==> config.mk <==
export PLATFORM = sky130hd
export DESIGN_NAME = dqmTop
export DESIGN_NICKNAME = d
export VERILOG_FILES = /design/src/design/dqmPkg.sv /design/src/design/dqmTop.sv /design/src/design/log10Approx.sv /design/src/design/mseAccumulator.sv /design/src/design/bitStrobeGen.sv /design/src/design/dqmRegs.sv
export SDC_FILE = /design/constraint.sdc
export NUM_CORES = 1
export LEC_CHECK = 0
export BUFFER_PORTS_ARGS = -buffer_cell sky130_fd_sc_hd__buf_4
export CAP_MARGIN = 15
export CORE_MARGIN = 3
export CORE_UTILIZATION = 65
export DETAILED_ROUTE_END_ITERATION = 6
export GPL_TIMING_DRIVEN = 1
export PLACE_DENSITY = 0.91
export SLEW_MARGIN = 20
export SYNTH_ARGS = -nofsm -noshare
export SYNTH_HDL_FRONTEND = slang
export SYNTH_SLANG_ARGS = --single-unit
export TNS_END_PERCENT = 30
==> constraint.sdc <==
create_clock -name busClk -period 23.6 [get_ports busClk]
set_input_delay 2.36 -clock busClk [delete_from_list [all_inputs] [get_ports busClk]]
set_output_delay 2.36 -clock busClk [all_outputs]
set_load 0.02 [all_outputs]
==> src/design/dqmPkg.sv <==
package dqmPkg;

    // datapath widths.
    localparam int sampleWidth = 16;
    localparam int sumWidth = 32;
    localparam int numChannels = 4;

    // clksPerBit value after reset.
    localparam logic [15:0] clksPerBitDefault = 16'd8;

    // log10(2) in Q0.8, 0.30103 x 256.
    localparam int log10Scale = 77;

    // register map, byte addresses.
    typedef enum logic [12:0] {
        regMseControl  = 13'h000,
        regLog10Mse    = 13'h004,
        regClksPerBit  = 13'h008,
        regPayloadSize = 13'h00C,
        regSrcSelect   = 13'h010
    } regAddr;

    // bus request, one write strobe per byte lane.
    typedef struct packed {
        logic [12:0] addr;
        logic [31:0] dataIn;
        logic        cs;
        logic [3:0]  byteWr;
    } dqmBusReq;

    // configuration seen by the datapath and the framer.
    typedef struct packed {
        logic [15:0]        mseMean;
        logic [15:0]        mseAvgLength;
        logic [15:0]        clksPerBit;
        logic [13:0]        payloadSize;
        logic [1:0]         sourceSelect;
        logic signed [15:0] log10MseOffset;
    } dqmConfig;

    // four soft-decision channels, each a signed two's complement sample.
    typedef logic [numChannels-1:0][sampleWidth-1:0] sampleBus;

endpackage
==> src/design/dqmTop.sv <==
module dqmTop (
    input  logic               busClk,
    input  logic               reset,
    input  dqmPkg::dqmBusReq   busReq,
    input  dqmPkg::sampleBus   samples,
    output logic [31:0]        dataOut,
    output logic signed [15:0] log10Mse,
    output logic               log10Valid,
    output dqmPkg::dqmConfig   cfgOut
);

    import dqmPkg::*;

    dqmConfig            cfg;
    logic                bitStrobe;
    logic [sumWidth-1:0] mseSum;
    logic                mseValid;

    dqmRegs regs (
        .busClk     (busClk),
        .reset      (reset),
        .busReq     (busReq),
        .log10Mse   (log10Mse),
        .log10Valid (log10Valid),
        .dataOut    (dataOut),
        .cfg        (cfg)
    );

    bitStrobeGen strobeGen (
        .busClk     (busClk),
        .reset      (reset),
        .clksPerBit (cfg.clksPerBit),
        .bitStrobe  (bitStrobe)
    );

    mseAccumulator accumulator (
        .busClk    (busClk),
        .reset     (reset),
        .samples   (samples),
        .cfg       (cfg),
        .bitStrobe (bitStrobe),
        .mseSum    (mseSum),
        .mseValid  (mseValid)
    );

    log10Approx log10Conv (
        .busClk     (busClk),
        .reset      (reset),
        .mseSum     (mseSum),
        .mseValid   (mseValid),
        .log10Mse   (log10Mse),
        .log10Valid (log10Valid)
    );

    // framer takes payloadSize and the offset from here.
    assign cfgOut = cfg;

endmodule

==> src/design/log10Approx.sv <==
module log10Approx (
    input  logic                        busClk,
    input  logic                        reset,
    input  logic [dqmPkg::sumWidth-1:0] mseSum,
    input  logic                        mseValid,
    output logic signed [15:0]          log10Mse,
    output logic                        log10Valid
);

    import dqmPkg::*;

    logic [4:0]          leadPos;
    logic [sumWidth-1:0] normalized;
    logic [7:0]          mantissa;
    logic [12:0]         log2Reg;
    logic                stage1Valid;
    logic [19:0]         scaled;

    // position of the highest set bit, zero for an input of zero.
    function automatic logic [4:0] leadingOne(input logic [sumWidth-1:0] value);
        logic [4:0] pos;
        pos = '0;
        for (int i = 0; i < sumWidth; i++) begin
            if (value[i]) begin
                pos = 5'(i);
            end
        end
        return pos;
    endfunction

    always_comb begin
        leadPos = leadingOne(mseSum);
        // shift the leading one up to the msb, the 8 bits below it are the mantissa.
        normalized = mseSum << (5'(sumWidth - 1) - leadPos);
        mantissa = normalized[sumWidth-2 -: 8];
    end

    // stage one, log2 in Q8.8.
    always_ff @(posedge busClk) begin
        if (mseValid) begin
            log2Reg <= {leadPos, mantissa};
        end
    end

    assign scaled = 20'(log2Reg) * 20'(log10Scale);

    // stage two, log10 = log2 x log10(2).
    always_ff @(posedge busClk) begin
        if (stage1Valid) begin
            log10Mse <= {4'd0, scaled[19:8]};
        end
    end

    always_ff @(posedge busClk) begin
        if (reset) begin
            stage1Valid <= 1'b0;
            log10Valid  <= 1'b0;
        end else begin
            stage1Valid <= mseValid;
            log10Valid  <= stage1Valid;
        end
    end

endmodule

==> src/design/mseAccumulator.sv <==
module mseAccumulator (
    input  logic                        busClk,
    input  logic                        reset,
    input  dqmPkg::sampleBus            samples,
    input  dqmPkg::dqmConfig            cfg,
    input  logic                        bitStrobe,
    output logic [dqmPkg::sumWidth-1:0] mseSum,
    output logic                        mseValid
);

    import dqmPkg::*;

    logic [sampleWidth-1:0] sampleReg;
    logic                   termValid;
    logic [sampleWidth-1:0] magnitude;
    logic [sampleWidth-1:0] absError;
    logic [sumWidth-1:0]    sqError;
    logic [sumWidth:0]      rawSum;
    logic [sumWidth-1:0]    nextSum;
    logic [sumWidth-1:0]    sum;
    logic [15:0]            bitCount;
    logic [15:0]            lastBit;
    logic                   windowDone;

    // capture the selected channel at the bit boundary.
    always_ff @(posedge busClk) begin
        if (bitStrobe) begin
            sampleReg <= samples[cfg.sourceSelect];
        end
    end

    always_ff @(posedge busClk) begin
        if (reset) begin
            termValid <= 1'b0;
        end else begin
            termValid <= bitStrobe;
        end
    end

    always_comb begin
        // magnitude of -32768 is 32768, still fits unsigned 16 bits.
        if (sampleReg[sampleWidth-1]) begin
            magnitude = ~sampleReg + 1'b1;
        end else begin
            magnitude = sampleReg;
        end
        if (magnitude >= cfg.mseMean) begin
            absError = magnitude - cfg.mseMean;
        end else begin
            absError = cfg.mseMean - magnitude;
        end
        sqError = absError * absError;
        rawSum = sum + sqError;
        // clamp at all ones on carry out.
        nextSum = rawSum[sumWidth] ? '1 : rawSum[sumWidth-1:0];
        lastBit = (cfg.mseAvgLength == 16'd0) ? 16'd0 : cfg.mseAvgLength - 16'd1;
        windowDone = (bitCount >= lastBit);
    end

    always_ff @(posedge busClk) begin
        if (reset) begin
            sum      <= '0;
            bitCount <= '0;
            mseValid <= 1'b0;
        end else begin
            mseValid <= 1'b0;
            if (termValid) begin
                if (windowDone) begin
                    sum      <= '0;
                    bitCount <= '0;
                    mseValid <= 1'b1;
                end else begin
                    sum      <= nextSum;
                    bitCount <= bitCount + 16'd1;
                end
            end
        end
    end

    // finished window total, held until the next window closes.
    always_ff @(posedge busClk) begin
        if (termValid && windowDone) begin
            mseSum <= nextSum;
        end
    end

endmodule

==> src/design/bitStrobeGen.sv <==
module bitStrobeGen (
    input  logic        busClk,
    input  logic        reset,
    input  logic [15:0] clksPerBit,
    output logic        bitStrobe
);

    logic [15:0] count;
    logic [15:0] lastCount;

    // a setting of zero behaves like one.
    always_comb begin
        if (clksPerBit == 16'd0) begin
            lastCount = '0;
        end else begin
            lastCount = clksPerBit - 16'd1;
        end
    end

    // greater-or-equal so a smaller setting never lets the count run away.
    assign bitStrobe = (count >= lastCount);

    always_ff @(posedge busClk) begin
        if (reset) begin
            count <= '0;
        end else if (bitStrobe) begin
            count <= '0;
        end else begin
            count <= count + 16'd1;
        end
    end

endmodule

==> src/design/dqmRegs.sv <==
module dqmRegs (
    input  logic                busClk,
    input  logic                reset,
    input  dqmPkg::dqmBusReq    busReq,
    input  logic signed [15:0]  log10Mse,
    input  logic                log10Valid,
    output logic [31:0]         dataOut,
    output dqmPkg::dqmConfig    cfg
);

    import dqmPkg::*;

    logic [15:0]        mseMean;
    logic [15:0]        mseAvgLength;
    logic [15:0]        clksPerBit;
    logic [13:0]        payloadSize;
    logic [3:0]         srcSelect;
    logic signed [15:0] log10MseOffset;
    logic signed [15:0] lastLog10;

    // byte lane writes, each lane only touches fields mapped to it.
    always_ff @(posedge busClk) begin
        if (reset) begin
            mseMean        <= '0;
            mseAvgLength   <= '0;
            clksPerBit     <= clksPerBitDefault;
            payloadSize    <= '0;
            srcSelect      <= '0;
            log10MseOffset <= '0;
        end else if (busReq.cs) begin
            if (busReq.byteWr[0]) begin
                case (busReq.addr)
                    regMseControl: mseMean[7:0] <= busReq.dataIn[7:0];
                    regClksPerBit: clksPerBit[7:0] <= busReq.dataIn[7:0];
                    regSrcSelect:  srcSelect <= busReq.dataIn[3:0];
                    default: ;
                endcase
            end
            if (busReq.byteWr[1]) begin
                case (busReq.addr)
                    regMseControl: mseMean[15:8] <= busReq.dataIn[15:8];
                    regClksPerBit: clksPerBit[15:8] <= busReq.dataIn[15:8];
                    default: ;
                endcase
            end
            if (busReq.byteWr[2]) begin
                case (busReq.addr)
                    regLog10Mse:    log10MseOffset[7:0] <= busReq.dataIn[23:16];
                    regMseControl:  mseAvgLength[7:0] <= busReq.dataIn[23:16];
                    regPayloadSize: payloadSize[7:0] <= busReq.dataIn[23:16];
                    default: ;
                endcase
            end
            if (busReq.byteWr[3]) begin
                case (busReq.addr)
                    regLog10Mse:    log10MseOffset[15:8] <= busReq.dataIn[31:24];
                    regMseControl:  mseAvgLength[15:8] <= busReq.dataIn[31:24];
                    // payload size is only 14 bits wide.
                    regPayloadSize: payloadSize[13:8] <= busReq.dataIn[29:24];
                    default: ;
                endcase
            end
        end
    end

    // last result from the log10 pipeline.
    always_ff @(posedge busClk) begin
        if (reset) begin
            lastLog10 <= '0;
        end else if (log10Valid) begin
            lastLog10 <= log10Mse;
        end
    end

    always_comb begin
        cfg.mseMean        = mseMean;
        cfg.mseAvgLength   = mseAvgLength;
        cfg.clksPerBit     = clksPerBit;
        cfg.payloadSize    = payloadSize;
        cfg.sourceSelect   = srcSelect[1:0];
        cfg.log10MseOffset = log10MseOffset;
    end

    // readback, clksPerBit and payloadSize share one word at both addresses.
    always_comb begin
        dataOut = '0;
        if (busReq.cs) begin
            case (busReq.addr)
                regMseControl:  dataOut = {mseAvgLength, mseMean};
                regLog10Mse:    dataOut = {log10MseOffset, lastLog10};
                regClksPerBit:  dataOut = {2'b00, payloadSize, clksPerBit};
                regPayloadSize: dataOut = {2'b00, payloadSize, clksPerBit};
                regSrcSelect:   dataOut = {28'd0, srcSelect};
                default:        dataOut = '0;
            endcase
        end
    end

endmodule

==> results of run 1 <==
## final timing paths
| kind | from | end | cells past startpoint |
|---|---|---|---|
| hold reg to reg | accumulator.sum[29] | accumulator.sum[29] | 2 |
| setup reg to reg | accumulator.sampleReg[3] | accumulator.sum[7] | 37 |
| setup / recovery | accumulator.sampleReg[3] | accumulator.sum[7] | 37 |
| hold / removal | accumulator.sum[29] | accumulator.sum[29] | 2 |
## sequential cells by signal, summed over array words and instances (netlist names)
name                   cells
strobeGen.count           16
regs.payloadSize          14
accumulator.termValid      1
log10Conv.log2Reg         13
regs.mseAvgLength         16
regs.lastLog10            12
accumulator.mseSum        32
log10Conv.log10Valid       1
regs.srcSelect             4
accumulator.sum           32
regs.mseMean              16
accumulator.mseValid       1
log10Conv.log10Mse        12
accumulator.sampleReg     16
log10Conv.stage1Valid      1
regs.clksPerBit           16
regs.log10MseOffset       16
accumulator.bitCount      16
## cell families (layout without fill, tap and decap cells)
group / count (synthesis) / in the layout / share of synthesized area (%)
other: 1 / 5 / 0.0160
adders and majority gates: 432 / 432 / 29.8
muxes: 142 / 142 / 6.99
xor gates and xnor gates: 121 / 121 / 4.61
AOI/OAI and AO/OA: 397 / 397 / 11.9
and+or+nand+nor: 751 / 751 / 14.4
DFF: 235 / 235 / 23.2
buffers and inverters: 556 / 763 / 9.15
## synthesized netlist by cell type, types with 37 or more instances
library cell  count
clkbuf_1         74
mux2i_1         121
a21o_1           37
nand2_1         238
inv_1           448
fa_1            211
xor2_1           67
nor2_1          256
nand2b_1         39
a21oi_1         102
o21ai_0          55
nand3_1          59
dfxtp_1         162
ha_1            221
edfxtp_1         73
xnor2_1          51
## worst reg2reg max path: cells and delay by family (launching register included)
kind / cells / cell delay, ns
buffers and inverters: 4 / 0.74
adders and majority gates: 8 / 3.83
DFF: 1 / 0.42
xor gates and xnor gates: 2 / 0.88
AOI/OAI and AO/OA: 15 / 3.43
and+or+nand+nor: 7 / 2.62
muxes: 1 / 0.28
## area by class of cell
cell class                 instances  share of cell area (%)
clock inverter                    13                   0.501
multi-input combinational       1847                    60.3
timing repair buffer             260                    7.39
antenna                            1                 0.00946
clock buffer                      35                    2.67
tap                              455                    2.15
inverter                         455                    6.46
sequential                       235                    20.6
## layer usage
| metal | global-route usage, % | up-vias | routed length [um] |
|---|---|---|---|
| met5 | 0 | - | 0 |
| met4 | 15.3 | 0 | 3530 |
| met3 | 7.14 | 268 | 6630 |
| met2 | 61.4 | 1142 | 33500 |
| met1 | 42.4 | 9884 | 24700 |
| li1 | - | 9173 | - |
## power breakdown
group          internal (mW)  switching, mW  total (mW)
clock network          0.233          0.170       0.403
registers              0.521        0.00466       0.525
logic                  0.911           1.53        2.45
total                   1.66           1.71        3.37
==> flow_summary.html, run 1 <==
<table>
<tr><th>Metric</th><th>Value</th></tr>
<tr><th colspan="2">Outcome</th></tr>
<tr><td>Outcome</td><td>finished with violations</td></tr>
<tr><td>Failing checks</td><td>DRC</td></tr>
<tr><th colspan="2">Clock tree</th></tr>
<tr><td>Buffers inserted during post-CTS setup optimization</td><td>0</td></tr>
<tr><td>Clock tree root buffer cell</td><td>clkbuf_16</td></tr>
<tr><td>Clock-pin slew reported for the worst setup and hold paths after clock tree synthesis</td><td>0.06 ns</td></tr>
<tr><td>Maximum level of the CTS H-tree</td><td>1</td></tr>
<tr><td>Clock latency on the worst-skew pair</td><td>0.57 ns</td></tr>
<tr><td>Resize count post-CTS</td><td>0</td></tr>
<tr><td>Maximum number of buffers from clock root to sink</td><td>3</td></tr>
<tr><td>Hold buffer count at CTS</td><td>0</td></tr>
<tr><td>Total CTS buffers</td><td>26</td></tr>
<tr><td>CTS tree</td><td>yes</td></tr>
<tr><td>Number of sinks on the clock net</td><td>235</td></tr>
<tr><th colspan="2">Layout</th></tr>
<tr><td>Multi-input gate area in the final layout</td><td>15900 sq um</td></tr>
<tr><td>Utilization after layout</td><td>75.4%</td></tr>
<tr><td>Final #Nets</td><td>3373</td></tr>
<tr><td>Fraction of layout instances using a drive strength above 1</td><td>12.3%</td></tr>
<tr><td>Filler cell count in the final layout</td><td>2330</td></tr>
<tr><td>Post-route cell area</td><td>26400 sq um</td></tr>
<tr><td>Commonest cells after routing, fill and taps aside</td><td>447 x inv_1, 259 x buf_4, 256 x nor2_1</td></tr>
<tr><td>Layout overhead on the synthesized area</td><td>12.6%</td></tr>
<tr><td>Footprint of the flip-flops and latches</td><td>5440 sq um</td></tr>
<tr><td>Layout Cells excl Fill</td><td>3301</td></tr>
<tr><td>Most frequent standard cell in the layout excluding fill and tap cells</td><td>inv_1</td></tr>
<tr><th colspan="2">Timing</th></tr>
<tr><td>Unrepaired setup endpoints after global routing</td><td>false</td></tr>
<tr><td>Final count of negative-setup-slack endpoints</td><td>0</td></tr>
<tr><td>Setup WS post-layout</td><td>between 10 and 15 ns</td></tr>
<tr><td>Relative slew slack</td><td>23.0%</td></tr>
<tr><td>Slew Viols, Final</td><td>0</td></tr>
<tr><td>Final setup skew</td><td>0.0386 ns</td></tr>
<tr><td>Actual slew at the worst max-slew pin</td><td>1.15 ns</td></tr>
<tr><td>Worst Hold Slack</td><td>between 0.4 and 0.5 ns</td></tr>
<tr><td>Highest Clock Rate</td><td>0.0805 GHz</td></tr>
<tr><td>Crit path time final</td><td>12.43 ns</td></tr>
<tr><td>Sum of negative setup slack</td><td>0 ns</td></tr>
<tr><td>Hold Fails Final Rpt</td><td>0</td></tr>
<tr><td>Final worst-path cycle share</td><td>52.7%</td></tr>
<tr><th colspan="2">Min path</th></tr>
<tr><td>Classification of the worst-slack hold path</td><td>flop to flop</td></tr>
<tr><th colspan="2">Logic synthesis</th></tr>
<tr><td>Post-synth EDFFs</td><td>73</td></tr>
<tr><td>Gate Count Post-Synth</td><td>2635</td></tr>
<tr><td>Asr flop ratio synth</td><td>0%</td></tr>
<tr><td>Warning count from the yosys run</td><td>0</td></tr>
<tr><td>Share of synthesized area occupied by flip-flops and latches</td><td>roughly 23%</td></tr>
<tr><td>Total of flip-flops plus latches after synthesis</td><td>between 200 and 250</td></tr>
<tr><td>Synth top area share</td><td>18.0%</td></tr>
<tr><td>Cell area after synthesis</td><td>23500 sq um</td></tr>
<tr><td>Top post-synthesis cells by area</td><td>fa_1 18%, dfxtp_1 14%, ha_1 12%</td></tr>
<tr><td>Post-Synthesis Mean Instance Area</td><td>just under 9 sq um</td></tr>
<tr><td>Cell accounting for the most synthesized area</td><td>fa_1</td></tr>
<tr><td>Cell variety after synth</td><td>between 80 and 90</td></tr>
<tr><td>Dominant register cell in the synthesized netlist</td><td>dfxtp_1</td></tr>
<tr><th colspan="2">Place</th></tr>
<tr><td>Placed inst area</td><td>25600 sq um</td></tr>
<tr><td>Post-placement worst setup slack</td><td>11.64 ns</td></tr>
<tr><td>Number of input and output port buffers inserted</td><td>240</td></tr>
<tr><td>Cell Count Post-Placement</td><td>around 3300</td></tr>
<tr><td>Routability congestion estimate from global placement</td><td>0.984</td></tr>
<tr><td>Sum of net half-perimeters after detailed placement</td><td>54.1 mm</td></tr>
<tr><th colspan="2">Route</th></tr>
<tr><td>Violation count after the first detailed-route iteration</td><td>2194</td></tr>
<tr><td>Vias</td><td>20500</td></tr>
<tr><td>First drt pass iteration count</td><td>7</td></tr>
<tr><td>Routed wirelength normalized by instance count</td><td>20.7 um</td></tr>
<tr><td>DRC violation count after routing</td><td>9</td></tr>
<tr><td>Final Routed Wirelength</td><td>68.4 mm</td></tr>
<tr><td>Number of vias per cell</td><td>6.20</td></tr>
<tr><td>Count of nets left with antenna violations after detail routing</td><td>0</td></tr>
<tr><th colspan="2">Floorplanning</th></tr>
<tr><td>Vert. Die Dim</td><td>a little under 200 um</td></tr>
<tr><td>Die X-Extent</td><td>a little under 200 um</td></tr>
<tr><td>Total core area</td><td>35100 sq um</td></tr>
<tr><td># rows</td><td>68</td></tr>
<tr><td>Overall die area</td><td>38400 sq um</td></tr>
<tr><td>I/O pin count</td><td>approximately 250</td></tr>
<tr><td>Starting density of the core</td><td>67.0%</td></tr>
<tr><th colspan="2">GRT</th></tr>
<tr><td>Pin count of the biggest net entering global routing</td><td>121</td></tr>
<tr><td>Global-route usage over all layers</td><td>between 30% and 40%</td></tr>
<tr><td>Number of global-route vias before repair</td><td>about 21000</td></tr>
<tr><td>First-pass GRT wire length</td><td>~110 mm</td></tr>
<tr><td>Number of antenna violations at the first check in global routing</td><td>1</td></tr>
<tr><td>Global route total overflow</td><td>0</td></tr>
<tr><th colspan="2">Setup path</th></tr>
<tr><td>Crit Path Category</td><td>flop to flop</td></tr>
<tr><td>Critical path's largest stage delay</td><td>0.92 ns</td></tr>
<tr><td>Arrival time at the worst endpoint</td><td>12.76 ns</td></tr>
<tr><td>Sum of buffers and inverters on the critical path</td><td>4</td></tr>
<tr><td>Cell class contributing the biggest share of worst-path delay</td><td>adder cells</td></tr>
<tr><td>Required time reported for the critical path endpoint</td><td>23.93 ns</td></tr>
<tr><td>Crit start category</td><td>flop</td></tr>
<tr><td>Largest driver fanout on the critical path</td><td>28</td></tr>
<tr><td>Critical Path End Type</td><td>flop</td></tr>
<tr><td>Cell with the biggest individual delay on the critical path</td><td>or3_1</td></tr>
<tr><td>Register-to-register setup slack</td><td>11.17 ns</td></tr>
<tr><td>Top cell by count, worst path</td><td>fa_1</td></tr>
<tr><th colspan="2">Power and ir drop</th></tr>
<tr><td>Pwr Total</td><td>3.37 mW</td></tr>
<tr><td>Power density of the placed cells</td><td>~130 nW/um^2</td></tr>
<tr><td>Worst IR drop on VDD</td><td>0.000581 V</td></tr>
<tr><td>Leakage power of the design</td><td>roughly 13 nW</td></tr>
<tr><th colspan="2">Flow run</th></tr>
<tr><td>Max-capacitance violation count</td><td>0</td></tr>
</table>
(Power assumes the default switching activity.)
==> inputs of run 2 (changes only) <==
Settings changed: ABC_AREA set to 1, CORE_UTILIZATION 65 to 62, PLACE_DENSITY 0.91 to 0.87.
Clock period 23.6 ns to 12.2 ns, I/O delays scaled along.
==> run 2 against run 1 <==
The flow still finishes with violations (DRC). Area after synthesis rose by 1.7%. First-iteration DRC count grew 5.7%. Core utilization fell by 4.6 points. Largest cell class unchanged. Largest power group unchanged. Highest routed layer is now met5.
==> flow_summary.html, run 2 <==
<table>
<tr><th>Metric</th><th>Value</th></tr>
<tr><th colspan="2">GRT</th></tr>
<tr><td>Global-route usage over all layers</td><td>33.8% (-1.5 points)</td></tr>
<tr><td>Number of global-route vias before repair</td><td>21500 (+2.0%)</td></tr>
<tr><td>Global route total overflow</td><td>0 (unchanged)</td></tr>
<tr><td>Number of antenna violations at the first check in global routing</td><td>2 (+1)</td></tr>
<tr><td>Pin count of the biggest net entering global routing</td><td>82 (-32%)</td></tr>
<tr><td>First-pass GRT wire length</td><td>112 mm (+2.0%)</td></tr>
<tr><th colspan="2">Power and ir drop</th></tr>
<tr><td>Worst IR drop on VDD</td><td>0.000443 V (-24%)</td></tr>
<tr><td>Sequential fraction of design power</td><td>16.2% (+0.6 points)</td></tr>
<tr><td>Leakage power of the design</td><td>13.1 nW (+1.1%)</td></tr>
<tr><td>Share of power burned in the clock network</td><td>13.0% (+1.1 points)</td></tr>
<tr><td>Switch Pwr</td><td>3.11 mW (+82%)</td></tr>
<tr><td>Total internal power</td><td>3.10 mW (+86%)</td></tr>
<tr><td>Power density of the placed cells</td><td>232 nW/um^2 (+82%)</td></tr>
<tr><td>Combinational cell fraction of total power</td><td>70.9% (-1.6 points)</td></tr>
<tr><td>Share of total power consumed by net switching</td><td>50.1% (-0.61 points)</td></tr>
<tr><th colspan="2">Timing</th></tr>
<tr><td>Hold Fails Final Rpt</td><td>0 (unchanged)</td></tr>
<tr><td>Actual slew at the worst max-slew pin</td><td>1.10 ns (-0.0511 ns)</td></tr>
<tr><td>Sum of negative setup slack</td><td>0 ns (unchanged)</td></tr>
<tr><td>Final count of negative-setup-slack endpoints</td><td>0 (unchanged)</td></tr>
<tr><td>Unrepaired setup endpoints after global routing</td><td>false</td></tr>
<tr><td>Final setup skew</td><td>0.0230 ns (-0.0156 ns)</td></tr>
<tr><td>Highest Clock Rate</td><td>0.0930 GHz (+16%)</td></tr>
<tr><td>Slew Viols, Final</td><td>0 (unchanged)</td></tr>
<tr><td>Crit path time final</td><td>10.76 ns (-1.67 ns)</td></tr>
<tr><td>Relative slew slack</td><td>26.2% (+3.2 points)</td></tr>
<tr><td>Final worst-path cycle share</td><td>88.2% (+36 points)</td></tr>
<tr><th colspan="2">Logic synthesis</th></tr>
<tr><td>Asr flop ratio synth</td><td>0% (unchanged)</td></tr>
<tr><td>Combinational family with the most area after synthesis</td><td>adder cells</td></tr>
<tr><td>Cell area after synthesis</td><td>23900 sq um (+1.7%)</td></tr>
<tr><td>Warning count from the yosys run</td><td>0 (unchanged)</td></tr>
<tr><td>Dominant register cell in the synthesized netlist</td><td>dfxtp_1</td></tr>
<tr><td>Post-Synth Simple-Gate Area</td><td>19.6% (+5.2 points)</td></tr>
<tr><td>Synth top area share</td><td>17.7% (-0.30 points)</td></tr>
<tr><td>Most frequent cell after synthesis</td><td>inv_1</td></tr>
<tr><td>Total of flip-flops plus latches after synthesis</td><td>235 (unchanged)</td></tr>
<tr><td>Post-synth EDFFs</td><td>73 (unchanged)</td></tr>
<tr><td>Post-Synthesis Mean Instance Area</td><td>7.65 sq um (-14%)</td></tr>
<tr><td>Multiplexer share of the synthesized area</td><td>0.141% (-6.9 points)</td></tr>
<tr><td>Fraction of synthesized cell area in xor and xnor cells</td><td>3.44% (-1.2 points)</td></tr>
<tr><td>Cell variety after synth</td><td>62 (-25%)</td></tr>
<tr><td>Gate Count Post-Synth</td><td>3122 (+18%)</td></tr>
<tr><td>Top post-synthesis cells by area</td><td>fa_1 18%, dfxtp_1 14%, ha_1 12%</td></tr>
<tr><td>Share of synthesized area occupied by flip-flops and latches</td><td>22.8% (-0.39 points)</td></tr>
<tr><td>Compound-gate portion of the synthesized area</td><td>12.0% (+0.17 points)</td></tr>
<tr><td>Cell accounting for the most synthesized area</td><td>fa_1</td></tr>
<tr><td>Adder-cell share of the synthesized area</td><td>29.3% (-0.50 points)</td></tr>
<tr><td>Synth cell count leaders</td><td>662 x inv_1, 448 x nand2_1, 348 x nor2_1</td></tr>
<tr><th colspan="2">Setup path</th></tr>
<tr><td>Critical path's largest stage delay</td><td>0.67 ns (-0.25 ns)</td></tr>
<tr><td>Arrival time at the worst endpoint</td><td>11.16 ns (-1.60 ns)</td></tr>
<tr><td>Critical Path End Type</td><td>flop</td></tr>
<tr><td>Largest driver fanout on the critical path</td><td>23 (-18%)</td></tr>
<tr><td>Required time reported for the critical path endpoint</td><td>12.60 ns (-11.33 ns)</td></tr>
<tr><td>Crit start category</td><td>flop</td></tr>
<tr><td>Cell with the biggest individual delay on the critical path</td><td>xor2_1</td></tr>
<tr><td>Crit Path Category</td><td>flop to flop</td></tr>
<tr><th colspan="2">Layout</th></tr>
<tr><td>Largest registers</td><td>accumulator.mseSum: 32 flops, accumulator.sum: 32 flops</td></tr>
<tr><td>Utilization after layout</td><td>70.8% (-4.6 points)</td></tr>
<tr><td>Number of antenna diodes</td><td>0 (-1)</td></tr>
<tr><td>Commonest cells after routing, fill and taps aside</td><td>662 x inv_1, 448 x nand2_1, 348 x nor2_1</td></tr>
<tr><td>Multi-input gate area in the final layout</td><td>15400 sq um (-3.1%)</td></tr>
<tr><td>Layout overhead on the synthesized area</td><td>12.3%</td></tr>
<tr><td>Filler cell count in the final layout</td><td>3031 (+30%)</td></tr>
<tr><td>Fraction of layout instances using a drive strength above 1</td><td>11.0% (-1.3 points)</td></tr>
<tr><td>Footprint of the flip-flops and latches</td><td>5440 sq um (about the same)</td></tr>
<tr><td>Final #Nets</td><td>3854 (+14%)</td></tr>
<tr><td>Most frequent standard cell in the layout excluding fill and tap cells</td><td>inv_1</td></tr>
<tr><th colspan="2">Route</th></tr>
<tr><td>Count of nets left with antenna violations after detail routing</td><td>0 (unchanged)</td></tr>
<tr><td>Vias</td><td>21800 (+6.7%)</td></tr>
<tr><td>DRC violation count after routing</td><td>2 (-7)</td></tr>
<tr><td>Number of vias per cell</td><td>5.69 (-8.2%)</td></tr>
<tr><td>Routed wirelength normalized by instance count</td><td>18.1 um (-13%)</td></tr>
<tr><td>Final Routed Wirelength</td><td>69.5 mm (+1.7%)</td></tr>
<tr><td>First drt pass iteration count</td><td>7 (unchanged)</td></tr>
<tr><td>Violation count after the first detailed-route iteration</td><td>2320 (+5.7%)</td></tr>
<tr><th colspan="2">Clock tree</th></tr>
<tr><td>Maximum number of buffers from clock root to sink</td><td>3 (unchanged)</td></tr>
<tr><td>Number of sinks on the clock net</td><td>235 (unchanged)</td></tr>
<tr><td>Maximum level of the CTS H-tree</td><td>1 (unchanged)</td></tr>
<tr><td>Clock latency on the worst-skew pair</td><td>0.57 ns (about the same)</td></tr>
<tr><td>Hold buffer count at CTS</td><td>0 (unchanged)</td></tr>
<tr><td>Resize count post-CTS</td><td>0 (unchanged)</td></tr>
<tr><td>Clock tree root buffer cell</td><td>clkbuf_16</td></tr>
<tr><td>Total CTS buffers</td><td>27 (+3.8%)</td></tr>
<tr><td>CTS tree</td><td>yes</td></tr>
<tr><td>Clock-pin slew reported for the worst setup and hold paths after clock tree synthesis</td><td>0.06 ns (about the same)</td></tr>
<tr><td>Buffers inserted during post-CTS setup optimization</td><td>0 (unchanged)</td></tr>
<tr><th colspan="2">Place</th></tr>
<tr><td>Sum of net half-perimeters after detailed placement</td><td>56.1 mm (+3.6%)</td></tr>
<tr><td>Number of input and output port buffers inserted</td><td>240 (unchanged)</td></tr>
<tr><td>Routability congestion estimate from global placement</td><td>0.985 (about the same)</td></tr>
<tr><th colspan="2">Floorplanning</th></tr>
<tr><td>I/O pin count</td><td>245 (unchanged)</td></tr>
<tr><td>Vert. Die Dim</td><td>202 um (+3.2%)</td></tr>
<tr><td>Total core area</td><td>37800 sq um (+8.0%)</td></tr>
<tr><td>Die X-Extent</td><td>202 um (+3.2%)</td></tr>
<tr><td>Overall die area</td><td>40900 sq um (+6.4%)</td></tr>
<tr><td># rows</td><td>71 (+4.4%)</td></tr>
<tr><td>Starting density of the core</td><td>63.1% (-3.9 points)</td></tr>
<tr><th colspan="2">Min path</th></tr>
<tr><td>Classification of the worst-slack hold path</td><td>flop to flop</td></tr>
<tr><th colspan="2">Outcome</th></tr>
<tr><td>Failing checks</td><td>DRC</td></tr>
<tr><td>Outcome</td><td>finished with violations</td></tr>
<tr><th colspan="2">Flow run</th></tr>
<tr><td>Max-capacitance violation count</td><td>0 (unchanged)</td></tr>
</table>
==> run 2: area by class of cell <==
type	instances	area share [%]
multi-input cells	2118	57.6
flip-flops and latches	235	20.3
inverters	674	9.45
repair buffers	250	7.00
clock buffers	36	2.80
well taps	511	2.38
clock inverters	14	0.509
==> run 2: worst paths after layout <==
check                           startpoint                  end  slack (ns)  cells past startpoint
hold / removal         accumulator.sum[30]  accumulator.sum[30]        0.48                      2
setup / recovery  accumulator.sampleReg[0]  accumulator.sum[27]        1.44                     44
hold reg to reg        accumulator.sum[30]  accumulator.sum[30]        0.48                      2
setup reg to reg  accumulator.sampleReg[0]  accumulator.sum[27]        1.44                     44
==> run 2: cells by family (layout without fill, tap and decap cells) <==
logic type,Yosys count,after routing
simple gates,1107,1107
buf+inv,772,974
compound gates,480,480
fa+ha+maj,432,432
flops,235,235
xor+xnor,92,92
mux,3,3
other cells,1,4
==> run 2: stage by stage <==
step	cells	power, mW	area (sq um)	hold WS, ns	setup WS (ns)
after CTS	3838	6.15	26800	0.480	1.64
after global placement	3788	5.12	25900	0.455	2.26
after global routing	3838	6.86	26800	0.494	0.620
after floorplan	3125	4.33	23900	0.441	3.20
after detailed placement	3788	5.29	25900	0.469	1.68
final	3838	6.22	26800	0.477	1.44
==> run 2: metal layers <==
metal	vias to the layer above	track usage, %	part of all wire, %
met2	963	56.5	47
met3	206	5.77	8.6
li1	10300	-	-
met1	10400	44.5	40
met4	4	11.9	4.1
met5	-	0	0.046
==> run 2: worst max-delay path: cells and delay by family (launching register included) <==
family                     cells  cell delay, ns
adders and majority gates      9            3.69
AOI/OAI and AO/OA             13            2.22
and+or+nand+nor               12            2.04
xor gates and xnor gates       3            1.08
buffers and inverters          6            0.79
DFF                            1            0.45
muxes                          1            0.30
==> run 2: power groups by stage <==
stage	sequential (mW)	combinational, mW	clock [mW]
6_report	1.01	4.40	0.806
5_1_grt	1.01	5.00	0.845
4_1_cts	1.01	4.33	0.811
3_5_place_dp	1.02	4.27	0
3_3_place_gp	1.02	4.09	0
2_1_floorplan	1.02	3.31	0
